--- src/logic/ssb_demod_pkg.sv ---
package ssb_demod_pkg;

    localparam int IQ_W     = 16;
    localparam int SAMPLE_W = 2 * IQ_W;

    localparam int DEFAULT_NFFT = 8;        // log2 of fft length

    // cp length field, longest cp is 20 samples
    localparam int CP_LEN_W = 5;

    // 14 symbols per slot, 20 slots between ssb bursts
    localparam int SYMS_PER_SSB_PERIOD = 14 * 20;
    localparam int SYM_CNT_W           = $clog2(SYMS_PER_SSB_PERIOD);

    typedef struct packed {
        logic [IQ_W-1:0] im;
        logic [IQ_W-1:0] re;
    } iq_sample_t;

    // time domain input beat
    typedef struct packed {
        iq_sample_t          sample;
        logic [CP_LEN_W-1:0] cp_len;    // cp of the symbol this beat belongs to
        logic                last;      // final beat of the symbol period
        logic                valid;
    } td_sample_t;

    // symbol body, cp already stripped
    typedef struct packed {
        iq_sample_t sample;
        logic       valid;
        logic       sym_last;
    } sym_sample_t;

    // bins in shifted order, dc in the middle
    typedef struct packed {
        iq_sample_t sample;
        logic       valid;
        logic       bin_first;
        logic       bin_last;
    } fd_sample_t;

endpackage

--- src/logic/ssb_subcarrier_tagger.sv ---
`timescale 1ns/1ps

module ssb_subcarrier_tagger #(
    parameter int NFFT = ssb_demod_pkg::DEFAULT_NFFT
) (
    input  logic                      clk_i,
    input  logic                      reset_ni,
    input  ssb_demod_pkg::fd_sample_t fd_i,
    input  logic                      ssb_start_i,
    output ssb_demod_pkg::iq_sample_t m_data_o,
    output logic                      m_valid_o,
    output logic                      m_last_o,
    output logic                      m_pbch_sym_o,
    output logic                      pbch_valid_o,
    output logic                      sss_valid_o
);

    import ssb_demod_pkg::*;

    localparam int LEN = 1 << NFFT;

    // 256 point values 8, 240, 64 and 127 scaled to the fft length
    localparam logic [NFFT-1:0] USED_START = NFFT'(LEN / 32);
    localparam logic [NFFT-1:0] USED_CNT   = NFFT'(LEN * 15 / 16);
    localparam logic [NFFT-1:0] USED_LAST  = USED_START + USED_CNT - 1'b1;
    localparam logic [NFFT-1:0] SSS_START  = NFFT'(LEN / 4);
    localparam logic [NFFT-1:0] SSS_CNT    = NFFT'(LEN / 2 - 1);

    logic [NFFT-1:0]      bin_cnt;
    logic [SYM_CNT_W-1:0] sym_cnt;
    logic                 ssb_pend;     // realign request seen mid symbol

    wire [NFFT-1:0] bin_idx  = fd_i.bin_first ? '0 : bin_cnt;
    wire [NFFT-1:0] used_off = bin_idx - USED_START;   // bins below start wrap past the count
    wire [NFFT-1:0] sss_off  = bin_idx - SSS_START;
    wire            in_used  = used_off < USED_CNT;
    wire            in_sss   = sss_off < SSS_CNT;
    wire            sym_end  = fd_i.valid && fd_i.bin_last;

    always_ff @(posedge clk_i) begin
        if (!reset_ni) begin
            bin_cnt  <= '0;
            sym_cnt  <= '0;
            ssb_pend <= 1'b0;
        end else begin
            if (fd_i.valid) begin
                bin_cnt <= bin_idx + 1'b1;
            end
            if (sym_end) begin
                ssb_pend <= 1'b0;
                if (ssb_pend || ssb_start_i || sym_cnt == SYMS_PER_SSB_PERIOD - 1) begin
                    sym_cnt <= '0;
                end else begin
                    sym_cnt <= sym_cnt + 1'b1;
                end
            end else if (ssb_start_i) begin
                if (fd_i.valid) ssb_pend <= 1'b1;   // finish this symbol first
                else sym_cnt <= '0;
            end
        end
    end

    always_ff @(posedge clk_i) begin
        if (!reset_ni) begin
            m_valid_o    <= 1'b0;
            m_last_o     <= 1'b0;
            m_pbch_sym_o <= 1'b0;
            pbch_valid_o <= 1'b0;
            sss_valid_o  <= 1'b0;
        end else begin
            m_valid_o    <= fd_i.valid && in_used;
            m_last_o     <= fd_i.valid && (bin_idx == USED_LAST);
            pbch_valid_o <= fd_i.valid && in_used && (sym_cnt == 0);
            sss_valid_o  <= fd_i.valid && in_sss && (sym_cnt == 1);
            if (fd_i.valid) begin
                m_pbch_sym_o <= (sym_cnt == 0);     // level, qualified by m_valid_o
            end
        end
    end

    always_ff @(posedge clk_i) begin
        m_data_o <= fd_i.sample;
    end

    a_sss_in_window : assert property (
        @(posedge clk_i) disable iff (!reset_ni)
        sss_valid_o |-> m_valid_o
    ) else $error("ssb_subcarrier_tagger: sss bin outside the used window");

endmodule

--- config.mk ---
export PLATFORM = sky130hd
export DESIGN_NAME = ssb_subcarrier_tagger
export DESIGN_NICKNAME = d
export VERILOG_FILES = /design/src/logic/ssb_demod_pkg.sv /design/src/logic/ssb_subcarrier_tagger.sv
export SDC_FILE = /design/constraint.sdc
export NUM_CORES = 1
export LEC_CHECK = 0
export ABC_AREA = 1
export BUFFER_PORTS_ARGS = -buffer_cell sky130_fd_sc_hd__buf_4
export CORE_MARGIN = 3
export CORE_UTILIZATION = 47
export CTS_CLUSTER_SIZE = 20
export DETAILED_ROUTE_END_ITERATION = 8
export PLACE_DENSITY = 0.76
export REMOVE_ABC_BUFFERS = 1
export SYNTH_ARGS = -nofsm -noshare
export SYNTH_HDL_FRONTEND = slang
export SYNTH_SLANG_ARGS = --single-unit
--- constraint.sdc ---
create_clock -name clk_i -period 1.7 [get_ports clk_i]
set_clock_uncertainty 0.1 [all_clocks]
set_input_delay 0.255 -clock clk_i [delete_from_list [all_inputs] [get_ports clk_i]]
set_output_delay 0.255 -clock clk_i [all_outputs]
set_load 0.02 [all_outputs]
After elaboration in Yosys (flattened, before gate mapping)
Cells that the tools add are included. Widths: inputs -> output; s select.

Output and inout port bits: 37. Memory bits (writable): 0. Bits in latches: 0. Memory bits (read-only): 0. Register bits after elaboration: 55. Memories: 0.

Div/mod/pow operators: 0. Equal/unequal tests: 4. Shifts and indexed selects: 0. Reductions and logical operators: 13. Multiplexer cells: 5. $add $sub $neg: 4. $lt $le $gt $ge: 2. Bitwise operators: 1. Multiply operators: 0.

Operator list (number): $mux 9 (4); $add 9x1->9 const B (1); $eq 9x1->1 const B (1); $eq 9x9->1 const B (1); $logic_not 9->1 (1); $add 8x1->8 const B (1); $eq 8x8->1 const B (1); $lt 8x7->1 const B (1); $lt 8x8->1 const B (1); $mux 8 (1); $sub 8x4->8 const B (1); $sub 8x7->8 const B (1); $logic_and 1x1->1 (6); $reduce_and 2->1 (2); $logic_or 1x1->1 (2); $ne 2x1->1 const B (1); $reduce_bool 2->1 (1); $reduce_or 2->1 (1); $not 1->1 (1).

Logic depth before layout (Yosys ltp)
Depth in word-level cells: 5. Mapped depth: 9. Depth with buffers taken out: 9.

Worst setup path after synthesis
No wires, ideal clock.

Path type: register to register. Start point: reg sym_cnt[0]. End point: reg sym_cnt[3]. Cell stages (with the launch flop): 8. Path slack: 0.341 ns. Required time: 1.485 ns. Clock period less this slack: 1.359 ns. Data arrival time: 1.145 ns. Path through: dfxtp_1 > ha_1 > nand2_2 > nor2_1 > nand2_1 > nand2_2 > nor2_1 > o21a_1.

Longest elaborated chain between the ends: 4. Elaborated cells between the ends (all ways): 5. Classes of those cells: add/sub: 1; eq/ne: 1; mux: 2; reduce/logical: 1.

RTL lines: start, declared (RTL line ssb_subcarrier_tagger.sv:30) `logic [SYM_CNT_W-1:0] sym_cnt;`; start signal, assigned (RTL line ssb_subcarrier_tagger.sv:54) `sym_cnt <= sym_cnt + 1'b1;`; parallel branches: the longest is 2 deep, another holds $add 9x1->9; $mux 9 (*) (RTL line ssb_subcarrier_tagger.sv:51) `if (ssb_pend || ssb_start_i || sym_cnt == SYMS_PER_SSB_PERIOD - 1) begin`; $mux 9 (*) (RTL line ssb_subcarrier_tagger.sv:49) `if (sym_end) begin`.

Every way passes the cells marked *. A chain may end at the register's enable or synchronous reset.

Final worst setup path
Start point: reg bin_cnt[1]. End point: reg bin_cnt[6].

Longest elaborated chain between the ends: 2.

RTL lines: start, declared (RTL line ssb_subcarrier_tagger.sv:29) `logic [NFFT-1:0] bin_cnt;`; start signal, assigned (RTL line ssb_subcarrier_tagger.sv:47) `bin_cnt <= bin_idx + 1'b1;`; $mux 8 (RTL line ssb_subcarrier_tagger.sv:33) `wire [NFFT-1:0] bin_idx = fd_i.bin_first ? '0 : bin_cnt;`; $add 8x1->8 (RTL line ssb_subcarrier_tagger.sv:47).

Every way passes these cells.

==> impl_metrics.yaml <==
clock_tree:
  root_buffer: "clkbuf_8"
  clkSlewWorstSetupHoldPaths_ns: 0.10
  cts_tree: "done"
  ctsHtreeMaxLevel: 2
  clk_latency_ns: 0.30
  cts_resized: 0
  numCtsBuffers: 5
  numClockSinks: 55
  clock_path_buffers: 2
detailed_routing:
  routed_wl_um: 5190
  ant_nets: 0
  routed_via_density: 4.68
  via_count: 1821
  wl_per_cell_um: 13.3
  drc: 0
  first_iter_violations: 140
  drt_pass1_iterations: 4
worst_setup_path:
  r2r-start: "bin_cnt[1]$_SDFFE_PN0P_"
  crit_fanout: 3
  crit_type: "register to register"
  critical_path.cell_chain: "inv_1 > nor2_1 > ha_1 > nand2_1 > nor3_2 > nand3_1 > nand2_1 > nor2_1"
  slowest_delay_ns: 0.38
  rr_worst_depth: 8
  cp_data_arrival_time_ns: 1.59
  worstPathRequired_ns: 1.80
  critPathTopFamily: "simple AND/OR/NAND/NOR gates"
  r2r_end: "bin_cnt[6]$_SDFFE_PN0P_"
  slowest_stage: "dfxtp_1"
  reg2reg_slack_ns: 0.21
  path_buf_inv: 1
  startpoint_type: "register"
  critPathCaptureType: "register"
placement:
  gp_congestion: 0.923
  place_area_um2: 2560
  dp.cells: 349
  portBuffers: 74
  dp_hpwl_um: 3240
power_and_ir_drop:
  power.net_switching_uw: 591
  p_int_uw: 1810
  ir_drop_mv: 0.587
  power_density_nw_per_um2: 805
  p_seq_frac: 0.565
  pwr-share-comb: 0.134
  pwr-share-clk: 0.301
  sw_frac_of_total: 0.247
  leakage_uw: 0.00137
timing:
  finalSetupViolations: 0
  fin_tns_setup_ns: 0
  finalHoldViolations: 0
  rsz0062_at_grt: "no"
  finalMaxSlewViolations: 0
  period_share: 0.874
  tightest_slew_ns: 0.306
  fmax_mhz: 673
  whs_ns: 0.155
  min_period_ns: 1.49
  slew_headroom: 0.795
layout:
  nets: 385
  seq_area_um2: 1100
  drive_above_1_share: 0.276
  area_growth_pct: 52.6
  stdcell_count: 389
  n_antenna_cell: 0
  final_area_um2: 2980
  multiInputGateArea_um2: 739
  num-fill-cells: 249
min_path:
  holdPathStages: 2
  holdCritStartpoint: "fd_i[2]"
  min_to: "bin_cnt[0]$_SDFFE_PN0P_"
  hold_path_class: "primary input to register"
global_route:
  grt_start_max_net_pins: 19
  antenna_found_initial: 0
  track_usage: 0.206
  grt_pass1_wl_um: 7970
  grt_overflow: 0
  first_global_vias: 1757
floorplan:
  core_area_um2: 3830
  die_area_um2: 4960
  die_h_um: 70.4
  rows: 22
  fp.dieW_um: 70.4
  io_pins: 75
  start_util: 0.510
flow_run:
  drv_cap: 0
yosys:
  synth.distinct_cells: 24
  syn_area_per_cell_um2: 8.56
  yosys_warnings: 0
  ys_ff_latch: 55
  syn_area_um2: 1950
  synth_seq_area_share: 0.564
  synthCells: 228
run_status:
  outcome: "completed"
[cells in the final DEF, fill, tap and decap left out, types with 3 or more instances in the layout]
cell type      Yosys  layout
clkbuf_8           0       5
nand3_1           14      14
nor2_1            32      32
dlygate4sd3_1      0      32
a21oi_1           16      16
o21ai_0            9       9
inv_1             25      25
ha_1               7       7
nor3_1             3       3
dfxtp_1           55      55
buf_4              0      75
nand2_1           47      47
nand2_2            3       3
[worst reg2reg max path, cell delays in order, from the launching register on]
cell	delay, ns
dfxtp_1	0.38
inv_1	0.08
nor2_1	0.10
ha_1	0.19
nand2_1	0.09
nor3_2	0.23
nand3_1	0.11
nand2_1	0.07
nor2_1	0.04
[cells in the mapped netlist]
| cell | number | share of area |
|---|---|---|
| o21bai_1 | 1 | 0.0039 |
| o21ai_0 | 9 | 0.023 |
| dfxtp_1 | 55 | 0.56 |
| a21oi_4 | 1 | 0.0083 |
| inv_1 | 25 | 0.048 |
| xnor2_1 | 1 | 0.0045 |
| nor2_1 | 32 | 0.062 |
| or2_2 | 1 | 0.0032 |
| nand3b_1 | 1 | 0.0039 |
| nor3_1 | 3 | 0.0077 |
| a211oi_1 | 1 | 0.0039 |
| nand4_1 | 2 | 0.0064 |
| clkbuf_1 | 1 | 0.0019 |
| nor3_4 | 2 | 0.017 |
| ha_1 | 7 | 0.045 |
| a21oi_1 | 16 | 0.041 |
| buf_2 | 1 | 0.0026 |
| nand3_2 | 1 | 0.0051 |
| nand3_1 | 14 | 0.036 |
| inv_2 | 2 | 0.0039 |
| nand2_1 | 47 | 0.090 |
| o21a_1 | 1 | 0.0039 |
| nor3_2 | 1 | 0.0051 |
| nand2_2 | 3 | 0.0096 |
[worst max-delay path by stage]
stage | start | to | depth (start not counted)
after global routing | sym_cnt[1]$_SDFFE_PN0P_ | sym_cnt[5]$_SDFFE_PN0P_ | 8
after global placement | fd_i[1] | bin_cnt[6]$_SDFFE_PN0P_ | 10
after CTS | sym_cnt[1]$_SDFFE_PN0P_ | sym_cnt[3]$_SDFFE_PN0P_ | 7
after detailed placement | fd_i[1] | bin_cnt[6]$_SDFFE_PN0P_ | 10
final | bin_cnt[1]$_SDFFE_PN0P_ | bin_cnt[6]$_SDFFE_PN0P_ | 8
after floorplan | sym_cnt[0]$_SDFFE_PN0P_ | sym_cnt[3]$_SDFFE_PN0P_ | 7
[power groups by stage]
| stage | combinational (uW) | sequential (uW) | clock (uW) |
|---|---|---|---|
| CTS | 315 | 1350 | 746 |
| finish | 321 | 1350 | 722 |
| floorplan | 42.8 | 1440 | 0 |
| detailed placement | 254 | 1380 | 0 |
| global placement | 251 | 1380 | 0 |
| global route | 341 | 1360 | 801 |
[what timing repair did]
action | CTS | global route
buffers inserted | 0 | 0
hold buffers | 32 | 0
hold endpoints to repair | 32 | 0
[registers in the layout, indices dropped and copies added, names as in the netlist]
signal / flops
pbch_valid_o: 1
m_data_o: 32
sss_valid_o: 1
sym_cnt: 9
ssb_pend: 1
m_pbch_sym_o: 1
m_last_o: 1
m_valid_o: 1
bin_cnt: 8
[layout make-up]
class	instances	area share
Tap cell	48	0.0202
Multi-Input combinational cell	144	0.248
Sequential cell	55	0.370
Clock buffer	5	0.0231
Timing Repair Buffer	107	0.297
Inverter	27	0.0340
Clock inverter	3	0.00757
[layer usage]
layer	up-vias	global-route usage	share of wire	wire length [um]
met4	0	0.0489	0.014	72
met1	792	0.220	0.37	1920
met2	78	0.392	0.55	2840
li1	945	-	-	-
met5	-	0	0	0
met3	6	0.0576	0.069	357
[cell families after synthesis]
| kind of cell | synth area share |
|---|---|
| AOI/OAI and AO/OA | 0.0840 |
| xor gates and xnor gates | 0.00449 |
| adders and majority gates | 0.0449 |
| buffers and inverters | 0.0564 |
| DFF | 0.564 |
| and+or+nand+nor | 0.246 |
[stage by stage]
step                setup slack [ns]  power (uW)   util
floorplan                      0.341        1480      -
global placement               0.187        1630  0.670
detailed placement             0.150        1640  0.670
CTS                            0.220        2410  0.778
global route                  0.0456        2500  0.778
finish                         0.215        2400  0.778
Power figures use the tool's default switching activity.
