### config.mk
export PLATFORM = sky130hd
export DESIGN_NAME = cp_remover
export DESIGN_NICKNAME = d
export VERILOG_FILES = /design/src/logic/ssb_demod_pkg.sv /design/src/logic/cp_remover.sv
export SDC_FILE = /design/constraint.sdc
export NUM_CORES = 1
export LEC_CHECK = 0
export BUFFER_PORTS_ARGS = -buffer_cell sky130_fd_sc_hd__clkbuf_2
export CAP_MARGIN = 30
export CORE_MARGIN = 2
export CORE_UTILIZATION = 41
export DETAILED_ROUTE_END_ITERATION = 16
export GPL_TIMING_DRIVEN = 0
export PLACE_DENSITY = 0.79
export SLEW_MARGIN = 20
export SYNTH_ARGS = -nofsm -noshare
export SYNTH_HDL_FRONTEND = slang
export SYNTH_SLANG_ARGS = --single-unit
### constraint.sdc
create_clock -name clk_i -period 4.3 [get_ports clk_i]
set_input_delay 0.215 -clock clk_i [delete_from_list [all_inputs] [get_ports clk_i]]
set_output_delay 0.215 -clock clk_i [all_outputs]
set_load 0.05 [all_outputs]
### src/logic/ssb_demod_pkg.sv
package ssb_demod_pkg;

    localparam int IQ_W     = 16;
    localparam int SAMPLE_W = 2 * IQ_W;

    localparam int DEFAULT_NFFT = 8;        // log2 of fft length

    // cp length field, longest cp is 20 samples
    localparam int CP_LEN_W = 5;

    // 14 symbols per slot, 20 slots between ssb bursts
    localparam int SYMS_PER_SSB_PERIOD = 14 * 20;
    localparam int SYM_CNT_W           = $clog2(SYMS_PER_SSB_PERIOD);

    typedef struct packed {
        logic [IQ_W-1:0] im;
        logic [IQ_W-1:0] re;
    } iq_sample_t;

    // time domain input beat
    typedef struct packed {
        iq_sample_t          sample;
        logic [CP_LEN_W-1:0] cp_len;    // cp of the symbol this beat belongs to
        logic                last;      // final beat of the symbol period
        logic                valid;
    } td_sample_t;

    // symbol body, cp already stripped
    typedef struct packed {
        iq_sample_t sample;
        logic       valid;
        logic       sym_last;
    } sym_sample_t;

    // bins in shifted order, dc in the middle
    typedef struct packed {
        iq_sample_t sample;
        logic       valid;
        logic       bin_first;
        logic       bin_last;
    } fd_sample_t;

endpackage

### src/logic/cp_remover.sv
`timescale 1ns/1ps

module cp_remover #(
    parameter int NFFT = ssb_demod_pkg::DEFAULT_NFFT
) (
    input  logic                      clk_i,
    input  logic                      reset_ni,
    input  ssb_demod_pkg::td_sample_t td_i,
    output ssb_demod_pkg::sym_sample_t sym_o
);

    import ssb_demod_pkg::*;

    typedef enum logic [1:0] {
        S_SKIP_CP,
        S_BODY,
        S_SKIP_TAIL
    } state_t;

    state_t              state;
    logic [CP_LEN_W-1:0] cp_cnt;
    logic [NFFT-1:0]     body_cnt;

    wire body_beat = td_i.valid && (state == S_BODY);
    wire body_end  = body_beat && (&body_cnt);

    always_ff @(posedge clk_i) begin
        if (!reset_ni) begin
            state    <= S_SKIP_CP;
            cp_cnt   <= '0;
            body_cnt <= '0;
        end else begin
            case (state)
                S_SKIP_CP: begin
                    body_cnt <= '0;
                    if (td_i.valid) begin
                        // cp length comes with the beat itself
                        if (cp_cnt == td_i.cp_len - 1'b1) begin
                            cp_cnt <= '0;
                            state  <= S_BODY;
                        end else begin
                            cp_cnt <= cp_cnt + 1'b1;
                        end
                    end
                end
                S_BODY: begin
                    if (td_i.valid) begin
                        body_cnt <= body_cnt + 1'b1;     // wraps to 0 on the last body beat
                        if (body_end) begin
                            state <= td_i.last ? S_SKIP_CP : S_SKIP_TAIL;
                        end
                    end
                end
                S_SKIP_TAIL: begin
                    // drop the trailing samples up to the end of the period
                    if (td_i.valid && td_i.last) begin
                        state <= S_SKIP_CP;
                    end
                end
                default: begin
                    state <= S_SKIP_CP;
                end
            endcase
        end
    end

    // one cycle from input beat to body sample
    always_ff @(posedge clk_i) begin
        if (!reset_ni) begin
            sym_o.valid    <= 1'b0;
            sym_o.sym_last <= 1'b0;
        end else begin
            sym_o.valid    <= body_beat;
            sym_o.sym_last <= body_end;
            sym_o.sample   <= td_i.sample;
        end
    end

    a_cp_len_nonzero : assert property (
        @(posedge clk_i) disable iff (!reset_ni)
        td_i.valid |-> (td_i.cp_len != '0)
    ) else $error("cp_remover: zero cp length on a valid beat");

endmodule

## After elaboration in Yosys (flattened, before gate mapping)

Index checks and enable logic that the tools add are counted.
Widths: inputs -> output; s select.

| operators by class | value |
|---|---|
| $add $sub $neg | 3 |
| multipliers | 0 |
| divide/modulo/power cells | 0 |
| magnitude comparators | 0 |
| equality and inequality tests | 8 |
| shift-type cells | 0 |
| mux-type cells | 10 |
| bitwise operators | 0 |
| reduce and logical (&&, ||, !) cells | 9 |

Operators by type and width:

| cell | count |
|---|---|
| $pmux 8 s2 | 1 |
| $mux 2 | 6 |
| $ne 2x2->1 const B | 5 |
| $add 8x1->8 const B | 1 |
| $mux 8 | 1 |
| $reduce_and 8->1 | 1 |
| $pmux 2 s3 | 1 |
| $add 5x1->5 const B | 1 |
| $eq 5x5->1 | 1 |
| $mux 5 | 1 |
| $reduce_and 5->1 | 1 |
| $sub 5x1->5 const B | 1 |
| $reduce_and 2->1 | 2 |
| $logic_and 1x1->1 | 3 |
| $eq 2x1->1 const B | 1 |
| $eq 2x2->1 const B | 1 |
| $logic_not 2->1 | 1 |
| $reduce_bool 2->1 | 1 |

| word-level totals | value |
|---|---|
| bits in registers | 49 |
| latch bits | 0 |
| RAM bits | 0 |
| bits in read-only memories | 0 |
| input bits | 41 |
| output and inout port bits | 34 |
| word-level logic and storage cells | 37 |
| memories | 0 |

## Depth between registers and ports, before layout

Gate-level depths: netlist (run 1).

| logic depth | value |
|---|---|
| word-level depth | 6 |
| depth in mapped cells | 7 |
| depth with buffers taken out | 7 |

## Worst setup path after synthesis (run 1)

OpenSTA, ideal clock, no wires.

| timing | value |
|---|---|
| path type | input port to flip-flop |
| start | in td_i[2] (netlist name) |
| end | reg cp_cnt[0] |
| setup time | 0.124 ns |
| arrival | 1.310 ns |
| required time | 4.176 ns |
| path slack | 2.865 ns |
| cell stages on the path | 7 |
| buffers on the path | 0 |
| path through | inv_1 -> ha_1 -> xnor2_1 -> a21oi_1 -> o2111ai_1 -> o31ai_4 -> nor2_1 |

| between the ends | value |
|---|---|
| word-level cells in the longest chain between the ends | 3 |

Ends and longest elaborated chain:

| item | RTL line | source |
|---|---|---|
| start, declared | cp_remover.sv:8 | `input ssb_demod_pkg::td_sample_t td_i,` |
| $sub 5x1->5 | cp_remover.sv:38 | `if (cp_cnt == td_i.cp_len - 1'b1) begin` |
| $eq 5x5->1 | cp_remover.sv:38 |  |
| $mux 5 | cp_remover.sv:38 |  |
| end signal, assigned | cp_remover.sv:42 | `cp_cnt <= cp_cnt + 1'b1;` |
| end, declared | cp_remover.sv:21 | `logic [CP_LEN_W-1:0] cp_cnt;` |

No other way between the ends.
A chain may end at the register's enable or synchronous reset.

==> results.json, run 1 <==
{
  "dieArea_um2": 5240,
  "holdWs_ns": 0.0926,
  "worstMarginPinSlew_ns": 0.846,
  "pre_cts_slack_ns": 2.51,
  "power_mw": 0.960,
  "p_seq_share_pct": 56.2,
  "rows": 24,
  "critPathArrivalTime_ns": 1.75,
  "synth.top_cell.area_share_pct": 50.1,
  "path_class": "flop to flop",
  "final_common_cell": "clkbuf_2",
  "drc_errors": 0,
  "startpoint": "body_cnt[0]",
  "grt.total_usage_pct": 13.8,
  "dieHeight_um": 72.4,
  "fmax_mhz": 637,
  "ant_nets": 0,
  "firstDrtPassIters": 4,
  "yosys-top-cells-area": "edfxtp_1 (50%), dfxtp_1 (18%), nor2_1 (2.3%)",
  "hp-class": "input pin to flop",
  "ir_drop_v": 0.000131,
  "yosysSeqAreaShare_pct": 67.9,
  "crit_chain": "ha_1 > nand3_1 > nor3_1 > a21oi_1 > o31ai_4 > nor2_1",
  "syn_area_per_cell_um2": 13.7,
  "gp_routability_congestion": 0.819,
  "syn_area_um2": 1920,
  "vias": 1365,
  "postCtsHoldBufs": 0,
  "switchingPower_mw": 0.276,
  "path_max_fanout": 5,
  "drtIter0Drc": 65,
  "finalCritPeriodShare_pct": 36.5,
  "rsz0062_at_grt": "no",
  "crit_path_start_kind": "flop",
  "nNetsFinal": 265,
  "max_cap_violations": 0,
  "synth_nets": 184,
  "postPlaceCellArea_um2": 2350,
  "mostFrequentLayoutCells": "clkbuf_2 (74), edfxtp_1 (32), dfxtp_1 (17), nor2_1 (12)",
  "wl_um": 3640,
  "dp.cells": 266,
  "core-area_um2": 4410,
  "p_clk_share_pct": 27.1,
  "start_util_pct": 43.4,
  "port_buffers": 74,
  "yosysUniqueCellTypes": 37,
  "drive_above_1_share_pct": 41.0,
  "ctsResizeCount": 0,
  "yosysWarnings": 0,
  "ys_ff_latch": 49,
  "finalHoldViolCount": 0,
  "power.density_nw_per_um2": 393,
  "p_int_mw": 0.684,
  "final_util_pct": 55.3,
  "diodes": 0,
  "wl_per_cell_um": 13.3,
  "instances_no_fill": 274,
  "path_clk_slew_ns": 0.09,
  "relSlewSlack_pct": 43.6,
  "die_x_um": 72.4,
  "place_hpwl_um": 2770,
  "clk_path_buf_depth": 2,
  "skew_ns": 0.00217,
  "critPathSlowestCell": "dfxtp_1",
  "grt_start_max_net_pins": 37,
  "overflow": 0,
  "h-tree-depth": 2,
  "antenna_found_initial": 0,
  "maxSlewViolCount": 0,
  "numClockSinks": 49,
  "syn2layout_area_growth_pct": 27.3,
  "tns_ns": 0,
  "synth_top_area_cell": "edfxtp_1",
  "cts-buffers-inserted": 5,
  "worstSetupEndpointType": "flop",
  "pwr-share-comb_pct": 16.7,
  "path_buf_inv": 0,
  "postCtsSetupRepairBufs": 0,
  "via_per_inst": 4.98,
  "worstHoldStart": "td_i[22]",
  "power_leakage_nw": 1.02,
  "cts_tree": "yes",
  "setup_viol": 0,
  "max_stage_delay_ns": 0.39,
  "grt_pass1_wl_um": 5630,
  "fin_area_um2": 2440,
  "grt_pass1_vias": 1290,
  "cp.required_ns": 4.48,
  "rr_startpoint": "body_cnt[0]",
  "post-route-min-period_ns": 1.57,
  "root_buffer": "clkbuf_8",
  "ios": 75,
  "clkLatencyLatePin_ns": 0.29,
  "crit_family": "compound AO/OA/AOI/OAI gates",
  "fin_ws_ns": 2.73,
  "status": "finished clean",
  "syn_inst": 140,
  "switching_share_pct": 28.7
}
path summary, 6_finish.rpt:
| check | to | slack [ns] | cells past startpoint |
|---|---|---|---|
| min | sym_o[17] | 0.09 | 1 |
| max | cp_cnt[1] | 2.73 | 6 |
| max reg2reg | cp_cnt[1] | 2.73 | 6 |
| min reg2reg | body_cnt[7] | 0.51 | 2 |
power groups by stage:
stage	clock, mW	sequential (mW)	combinational, mW
global placement	0	0.550	0.159
detailed placement	0	0.551	0.162
CTS	0.273	0.540	0.162
floorplan	0	0.637	0.0230
finish	0.261	0.539	0.160
global route	0.290	0.542	0.169
area by class of cell:
cell class	instances	area, um2
buffer	2	18.8
clock buffer	6	72.6
clock inverter	2	15.0
fill	368	1970
inverter	6	22.5
multi-input combinational	83	574
sequential	49	1300
tap	52	65.1
timing repair buffer	74	370
kinds of logic (layout without fill, tap and decap cells):
| logic type | after synthesis | after routing | synth area share (%) |
|---|---|---|---|
| multiplexers | 3 | 3 | 1.63 |
| flip-flops | 49 | 49 | 67.9 |
| buffers and inverters | 8 | 90 | 2.15 |
| AO/OA/AOI/OAI | 20 | 20 | 7.70 |
| XOR/XNOR | 9 | 9 | 4.11 |
| AND/OR/NAND/NOR | 48 | 48 | 14.6 |
| adder cells (fa/ha/maj) | 3 | 3 | 1.96 |
state kept, by name, indices dropped and copies added (netlist names):
signal / cells
cp_cnt: 5
state: 2
sym_o: 34
body_cnt: 8
synth_stat cells:
master / count
edfxtp_1: 32
dfxtp_1: 17
nor2_1: 12
a21oi_1: 8
nor3_1: 8
inv_1: 5
nand4_1: 5
xor2_1: 5
a21o_1: 4
nand3_1: 4
xnor2_1: 4
ha_1: 3
nand2_1: 3
nand2b_1: 3
nand3b_1: 3
mux2i_1: 2
o21a_1: 2
a22oi_1: 1
a31oi_1: 1
and2_1: 1
and4_1: 1
buf_4: 1
buf_6: 1
clkinv_1: 1
mux2_2: 1
nand2_2: 1
nand2b_4: 1
nor2_4: 1
nor3_4: 1
nor4b_1: 1
o2111ai_1: 1
o211ai_1: 1
o221a_2: 1
o31ai_4: 1
or2_1: 1
or2_2: 1
or3_1: 1
layer usage:
layer	wire length, um	GRT usage, %	part of all wire (%)	up-vias
li1	-	-	-	678
met5	0	0	0	-
met3	405	4.31	11	6
met2	1730	24.1	48	60
met4	37	3.70	1.0	0
met1	1470	16.5	40	621
Power figures use the tool's default switching activity.
==> run 2, diff against run 1 <==
--- a/config.mk
+++ b/config.mk
@@ -11,7 +11,7 @@
 export CORE_UTILIZATION = 41
 export DETAILED_ROUTE_END_ITERATION = 16
 export GPL_TIMING_DRIVEN = 0
-export PLACE_DENSITY = 0.79
+export PLACE_DENSITY = 0.82
 export SLEW_MARGIN = 20
 export SYNTH_ARGS = -nofsm -noshare
 export SYNTH_HDL_FRONTEND = slang
==> constraint.sdc (replaced) <==
create_clock -name clk_i -period 1.4 [get_ports clk_i]
set_input_delay 0.07 -clock clk_i [delete_from_list [all_inputs] [get_ports clk_i]]
set_output_delay 0.07 -clock clk_i [all_outputs]
set_load 0.05 [all_outputs]
==> run 2 against run 1 <==
Against the previous run:
- core utilization rose by 11 points
- the run now ends with negative setup slack left
- flip-flop and latch count unchanged
- total power rose to 3.2 times the previous value
- via count increased by 17%
==> results.json, run 2 (synthesized netlist as in run 1, its figures left out) <==
{
  "rows": 24,
  "violations": "negative setup slack",
  "clk_path_buf_depth": 2,
  "relSlewSlack_pct": 67.8,
  "power.density_nw_per_um2": 1050,
  "ir_drop_v": 0.000558,
  "cts_tree": "yes",
  "cts-buffers-inserted": 5,
  "final_common_cell": "clkbuf_2",
  "multi_input_area_um2": 641,
  "skew_ns": 0.00306,
  "status": "finished, violations left",
  "fillers": 318,
  "largest_reg_flops": 34,
  "dieHeight_um": 72.4,
  "grt_pass1_vias": 1468,
  "ios": 75,
  "vias": 1598,
  "worstSetupEndpointType": "flop",
  "power_leakage_nw": 1.21,
  "fmax_mhz": 707,
  "nNetsFinal": 304,
  "syn2layout_area_growth_pct": 51.8,
  "hp-class": "input pin to flop",
  "seq_area_um2": 1320,
  "place_hpwl_um": 2750,
  "maxSlewViolCount": 0,
  "gp_routability_congestion": 0.822,
  "worstMarginPinSlew_ns": 0.483,
  "max_cap_violations": 0,
  "root_buffer": "clkbuf_8",
  "core-area_um2": 4410,
  "numClockSinks": 49,
  "drc_errors": 0,
  "fin_ws_ns": -0.0152,
  "via_per_inst": 5.11,
  "finalHoldViolCount": 0,
  "port_buffers": 74,
  "diodes": 0,
  "post-route-min-period_ns": 1.42,
  "h-tree-depth": 2,
  "finalCritPeriodShare_pct": 101,
  "reg_top3": "sym_o x34, body_cnt x8, cp_cnt x5",
  "start_util_pct": 43.4,
  "grt_pass1_wl_um": 7150,
  "pre_cts_slack_ns": -0.272,
  "firstDrtPassIters": 4,
  "rsz0062_at_grt": "yes",
  "final_util_pct": 65.9,
  "drtIter0Drc": 106,
  "ant_nets": 0,
  "cp.required_ns": 1.58,
  "antenna_found_initial": 0,
  "drive_above_1_share_pct": 45.6,
  "die_x_um": 72.4,
  "dieArea_um2": 5240,
  "largest-register": "sym_o",
  "path_clk_slew_ns": 0.09,
  "grt_start_max_net_pins": 37,
  "grt.total_usage_pct": 18.1,
  "clkLatencyLatePin_ns": 0.29,
  "path_max_fanout": 5,
  "wl_per_cell_um": 15.2,
  "mostFrequentLayoutCells": "clkbuf_2 (73), dlygate4sd3_1 (32), edfxtp_1 (32), nor2_1 (11)",
  "crit_path_start_kind": "flop",
  "setup_viol": 2,
  "overflow": 0,
  "path_class": "flop to flop",
  "critPathArrivalTime_ns": 1.60,
  "wl_um": 4760,
  "holdWs_ns": 0.0793
}
==> run 2: per-stage QoR <==
stage / TNS (ns) / power, mW / instances / cell area, um2
global route: -0.235 / 3.21 / 313 / 2910
floorplan: 0 / 2.03 / 140 / 1920
CTS: -0.0958 / 3.09 / 311 / 2840
detailed placement: -3.09 / 2.19 / 266 / 2350
finish: -0.0218 / 3.07 / 313 / 2910
global placement: -2.18 / 2.18 / 266 / 2350
==> run 2: power breakdown <==
part	switching, mW	internal [mW]
clock	0.465	0.353
combinational	0.402	0.191
sequential	0.0330	1.62
total	0.900	2.17
==> run 2: final cells by class <==
type / instances / share of cell area [%]
clock inverters: 2 / 0.516
plain buffers: 2 / 0.903
inverters: 6 / 0.774
multi-input cells: 83 / 22.0
flip-flops and latches: 49 / 45.4
clock buffers: 6 / 2.49
well taps: 52 / 2.24
repair buffers: 113 / 25.6
==> run 2: path summary, 6_finish.rpt <==
check,start,endpoint,slack [ns],cells after the start
setup reg to reg,body_cnt[0],cp_cnt[1],-0.02,6
setup / recovery,body_cnt[0],cp_cnt[1],-0.02,6
hold / removal,td_i[1],state[1],0.08,3
hold reg to reg,body_cnt[7],body_cnt[7],0.52,2
==> run 2: what timing repair did <==
action / 4_1_cts / 5_1_grt
buffers inserted: 5 / 2
endpoints found under the hold margin: 32 / 0
pin swaps: 8 / 7
gates resized for setup: 13 / 16
endpoints found under the setup margin: 8 / 12
hold buffers: 32 / 0
==> run 2: critical path, stage by stage (launching register included) <==
cell     delay [ns]
dfxtp_4        0.38
ha_4           0.16
nand3_1        0.09
nor3_2         0.15
a21oi_2        0.08
o31ai_4        0.35
nor2_1         0.09
==> run 2: per-layer routing <==
metal	routed length, um	share of wire, %	track usage, %
met3	434	9.1	5.42
met1	1870	39	22.0
met4	51	1.1	5.56
met5	0	0	0
met2	2400	50	31.2
==> run 3, diff against run 2 <==
--- a/config.mk
+++ b/config.mk
@@ -8,10 +8,10 @@
 export BUFFER_PORTS_ARGS = -buffer_cell sky130_fd_sc_hd__clkbuf_2
 export CAP_MARGIN = 30
 export CORE_MARGIN = 2
-export CORE_UTILIZATION = 41
+export CORE_UTILIZATION = 43
 export DETAILED_ROUTE_END_ITERATION = 16
 export GPL_TIMING_DRIVEN = 0
-export PLACE_DENSITY = 0.82
+export PLACE_DENSITY = 0.85
 export SLEW_MARGIN = 20
 export SYNTH_ARGS = -nofsm -noshare
 export SYNTH_HDL_FRONTEND = slang
==> run 3 against run 2 <==
Against the previous run:
- largest power group unchanged
- cell count grew 0.32%
- the run still ends with negative setup slack left
- clock skew grew 0.0040 ns
- highest routed layer unchanged
- worst hold slack gained 0.0088 ns
- critical path type unchanged
- global-route usage grew 4.0 points
- register-to-register slack lost 0.05 ns
==> results.json, run 3 (synthesized netlist as in run 1, its figures left out) <==
{
  "max_cap_violations": 0,
  "mostFrequentLayoutCells": "clkbuf_2 (73), dlygate4sd3_1 (32), edfxtp_1 (32), nor2_1 (11), dfxtp_2 (8)",
  "drc_errors": 0,
  "start_util_pct": 44.3,
  "post-route-min-period_ns": 1.47,
  "cts-buffers-inserted": 5,
  "syn2layout_area_growth_pct": 54.3,
  "vias": 1682,
  "power_mw": 3.10,
  "fmax_mhz": 682,
  "finalCritPeriodShare_pct": 105,
  "clk_path_buf_depth": 2,
  "grt.total_usage_pct": 22.2,
  "ir_drop_v": 0.000538,
  "drtIter0Drc": 144,
  "dp.cells": 266,
  "ios": 75,
  "path_class": "flop to flop",
  "drive_above_1_share_pct": 46.6,
  "rows": 24,
  "startpoint": "body_cnt[1]",
  "skew_ns": 0.00709,
  "core-area_um2": 4320,
  "worstHoldStart": "td_i[1]",
  "finalHoldViolCount": 0,
  "status": "finished, violations left",
  "postPlaceCellArea_um2": 2350,
  "dieHeight_um": 70.8,
  "maxSlewViolCount": 0,
  "cp.required_ns": 1.60,
  "overflow": 0,
  "critPathArrivalTime_ns": 1.67,
  "root_buffer": "clkbuf_8",
  "ant_nets": 0,
  "fin_ws_ns": -0.0671,
  "firstDrtPassIters": 4,
  "clkLatencyLatePin_ns": 0.31,
  "power_leakage_nw": 1.24,
  "worstMarginPinSlew_ns": 0.493,
  "reg2reg_slack_ns": -0.07,
  "h-tree-depth": 2,
  "place_hpwl_um": 2910,
  "port_buffers": 74,
  "die_x_um": 70.8,
  "violations": "negative setup slack",
  "crit_path_start_kind": "flop",
  "final_common_cell": "clkbuf_2",
  "antenna_found_initial": 0,
  "instances_no_fill": 314,
  "largest-register": "sym_o",
  "path_clk_slew_ns": 0.09,
  "setup_viol": 7,
  "grt_start_max_net_pins": 37,
  "grt_pass1_vias": 1638,
  "power.density_nw_per_um2": 1050,
  "diodes": 0,
  "via_per_inst": 5.36,
  "pre_cts_slack_ns": -0.257,
  "hp-class": "input pin to flop",
  "numClockSinks": 49,
  "rr_startpoint": "body_cnt[1]",
  "reg_top3": "sym_o x34, body_cnt x8, cp_cnt x5",
  "relSlewSlack_pct": 67.1,
  "wl_per_cell_um": 18.4,
  "grt_pass1_wl_um": 8250,
  "wl_um": 5790,
  "path_max_fanout": 5,
  "largest_reg_flops": 34,
  "reg2reg_depth": 6,
  "worstSetupEndpointType": "flop",
  "fin_area_um2": 2960,
  "rsz0062_at_grt": "yes",
  "nNetsFinal": 305,
  "cts_tree": "yes",
  "dieArea_um2": 5010,
  "hold_depth": 3,
  "gp_routability_congestion": 0.852
}
[run 3: layout make-up]
type / count / area [um2]
Clock inverter: 3 / 17.5
Clock buffer: 5 / 68.8
Timing Repair Buffer: 114 / 766
Tap cell: 52 / 65.1
Inverter: 6 / 22.5
Sequential cell: 49 / 1320
Multi-Input combinational cell: 83 / 666
Fill cell: 258 / 1370
Buffer: 2 / 30.0
[run 3: power by group]
| group | total [mW] | switching [mW] | internal [mW] |
|---|---|---|---|
| clock | 0.823 | 0.477 | 0.346 |
| sequential | 1.66 | 0.0349 | 1.62 |
| combinational | 0.615 | 0.420 | 0.194 |
| total | 3.10 | 0.932 | 2.16 |
[run 3: critical path, stage by stage, from the launching register on]
cell and delay [ns]:
dfxtp_4 0.38, ha_4 0.16, nand3_4 0.07, nor3_4 0.23, a21oi_4 0.07, o31ai_4 0.35, nor2_1 0.09
[run 3: timing repair]
item,4_1_cts,5_1_grt
resized for setup,13,23
hold buffers,32,0
pin swaps,7,14
endpoints found under the setup margin,6,15
buffers inserted,3,5
hold endpoints to repair,32,0
[run 3: worst paths after layout]
check | endpoint
min | state[1]
min reg2reg | body_cnt[7]
max | cp_cnt[0]
max reg2reg | cp_cnt[0]
[run 3: metal layers]
metal  GRT usage [%]  wire [um]  up-vias
met2            39.0       3010      106
li1                -          -      756
met4            11.7        159        0
met1            23.4       2130      804
met5               0          0        -
met3            7.41        491       16
[run 3: metrics by stage]
stage / hold slack [ns] / setup TNS, ns / util, %
after floorplan: 0.169 / 0 / -
final: 0.0880 / -0.296 / 68.4
after detailed placement: 0.249 / -2.88 / 54.4
after CTS: 0.0789 / -0.0971 / 65.5
after global placement: 0.247 / -2.08 / 54.4
after global routing: 0.0946 / -0.766 / 68.4
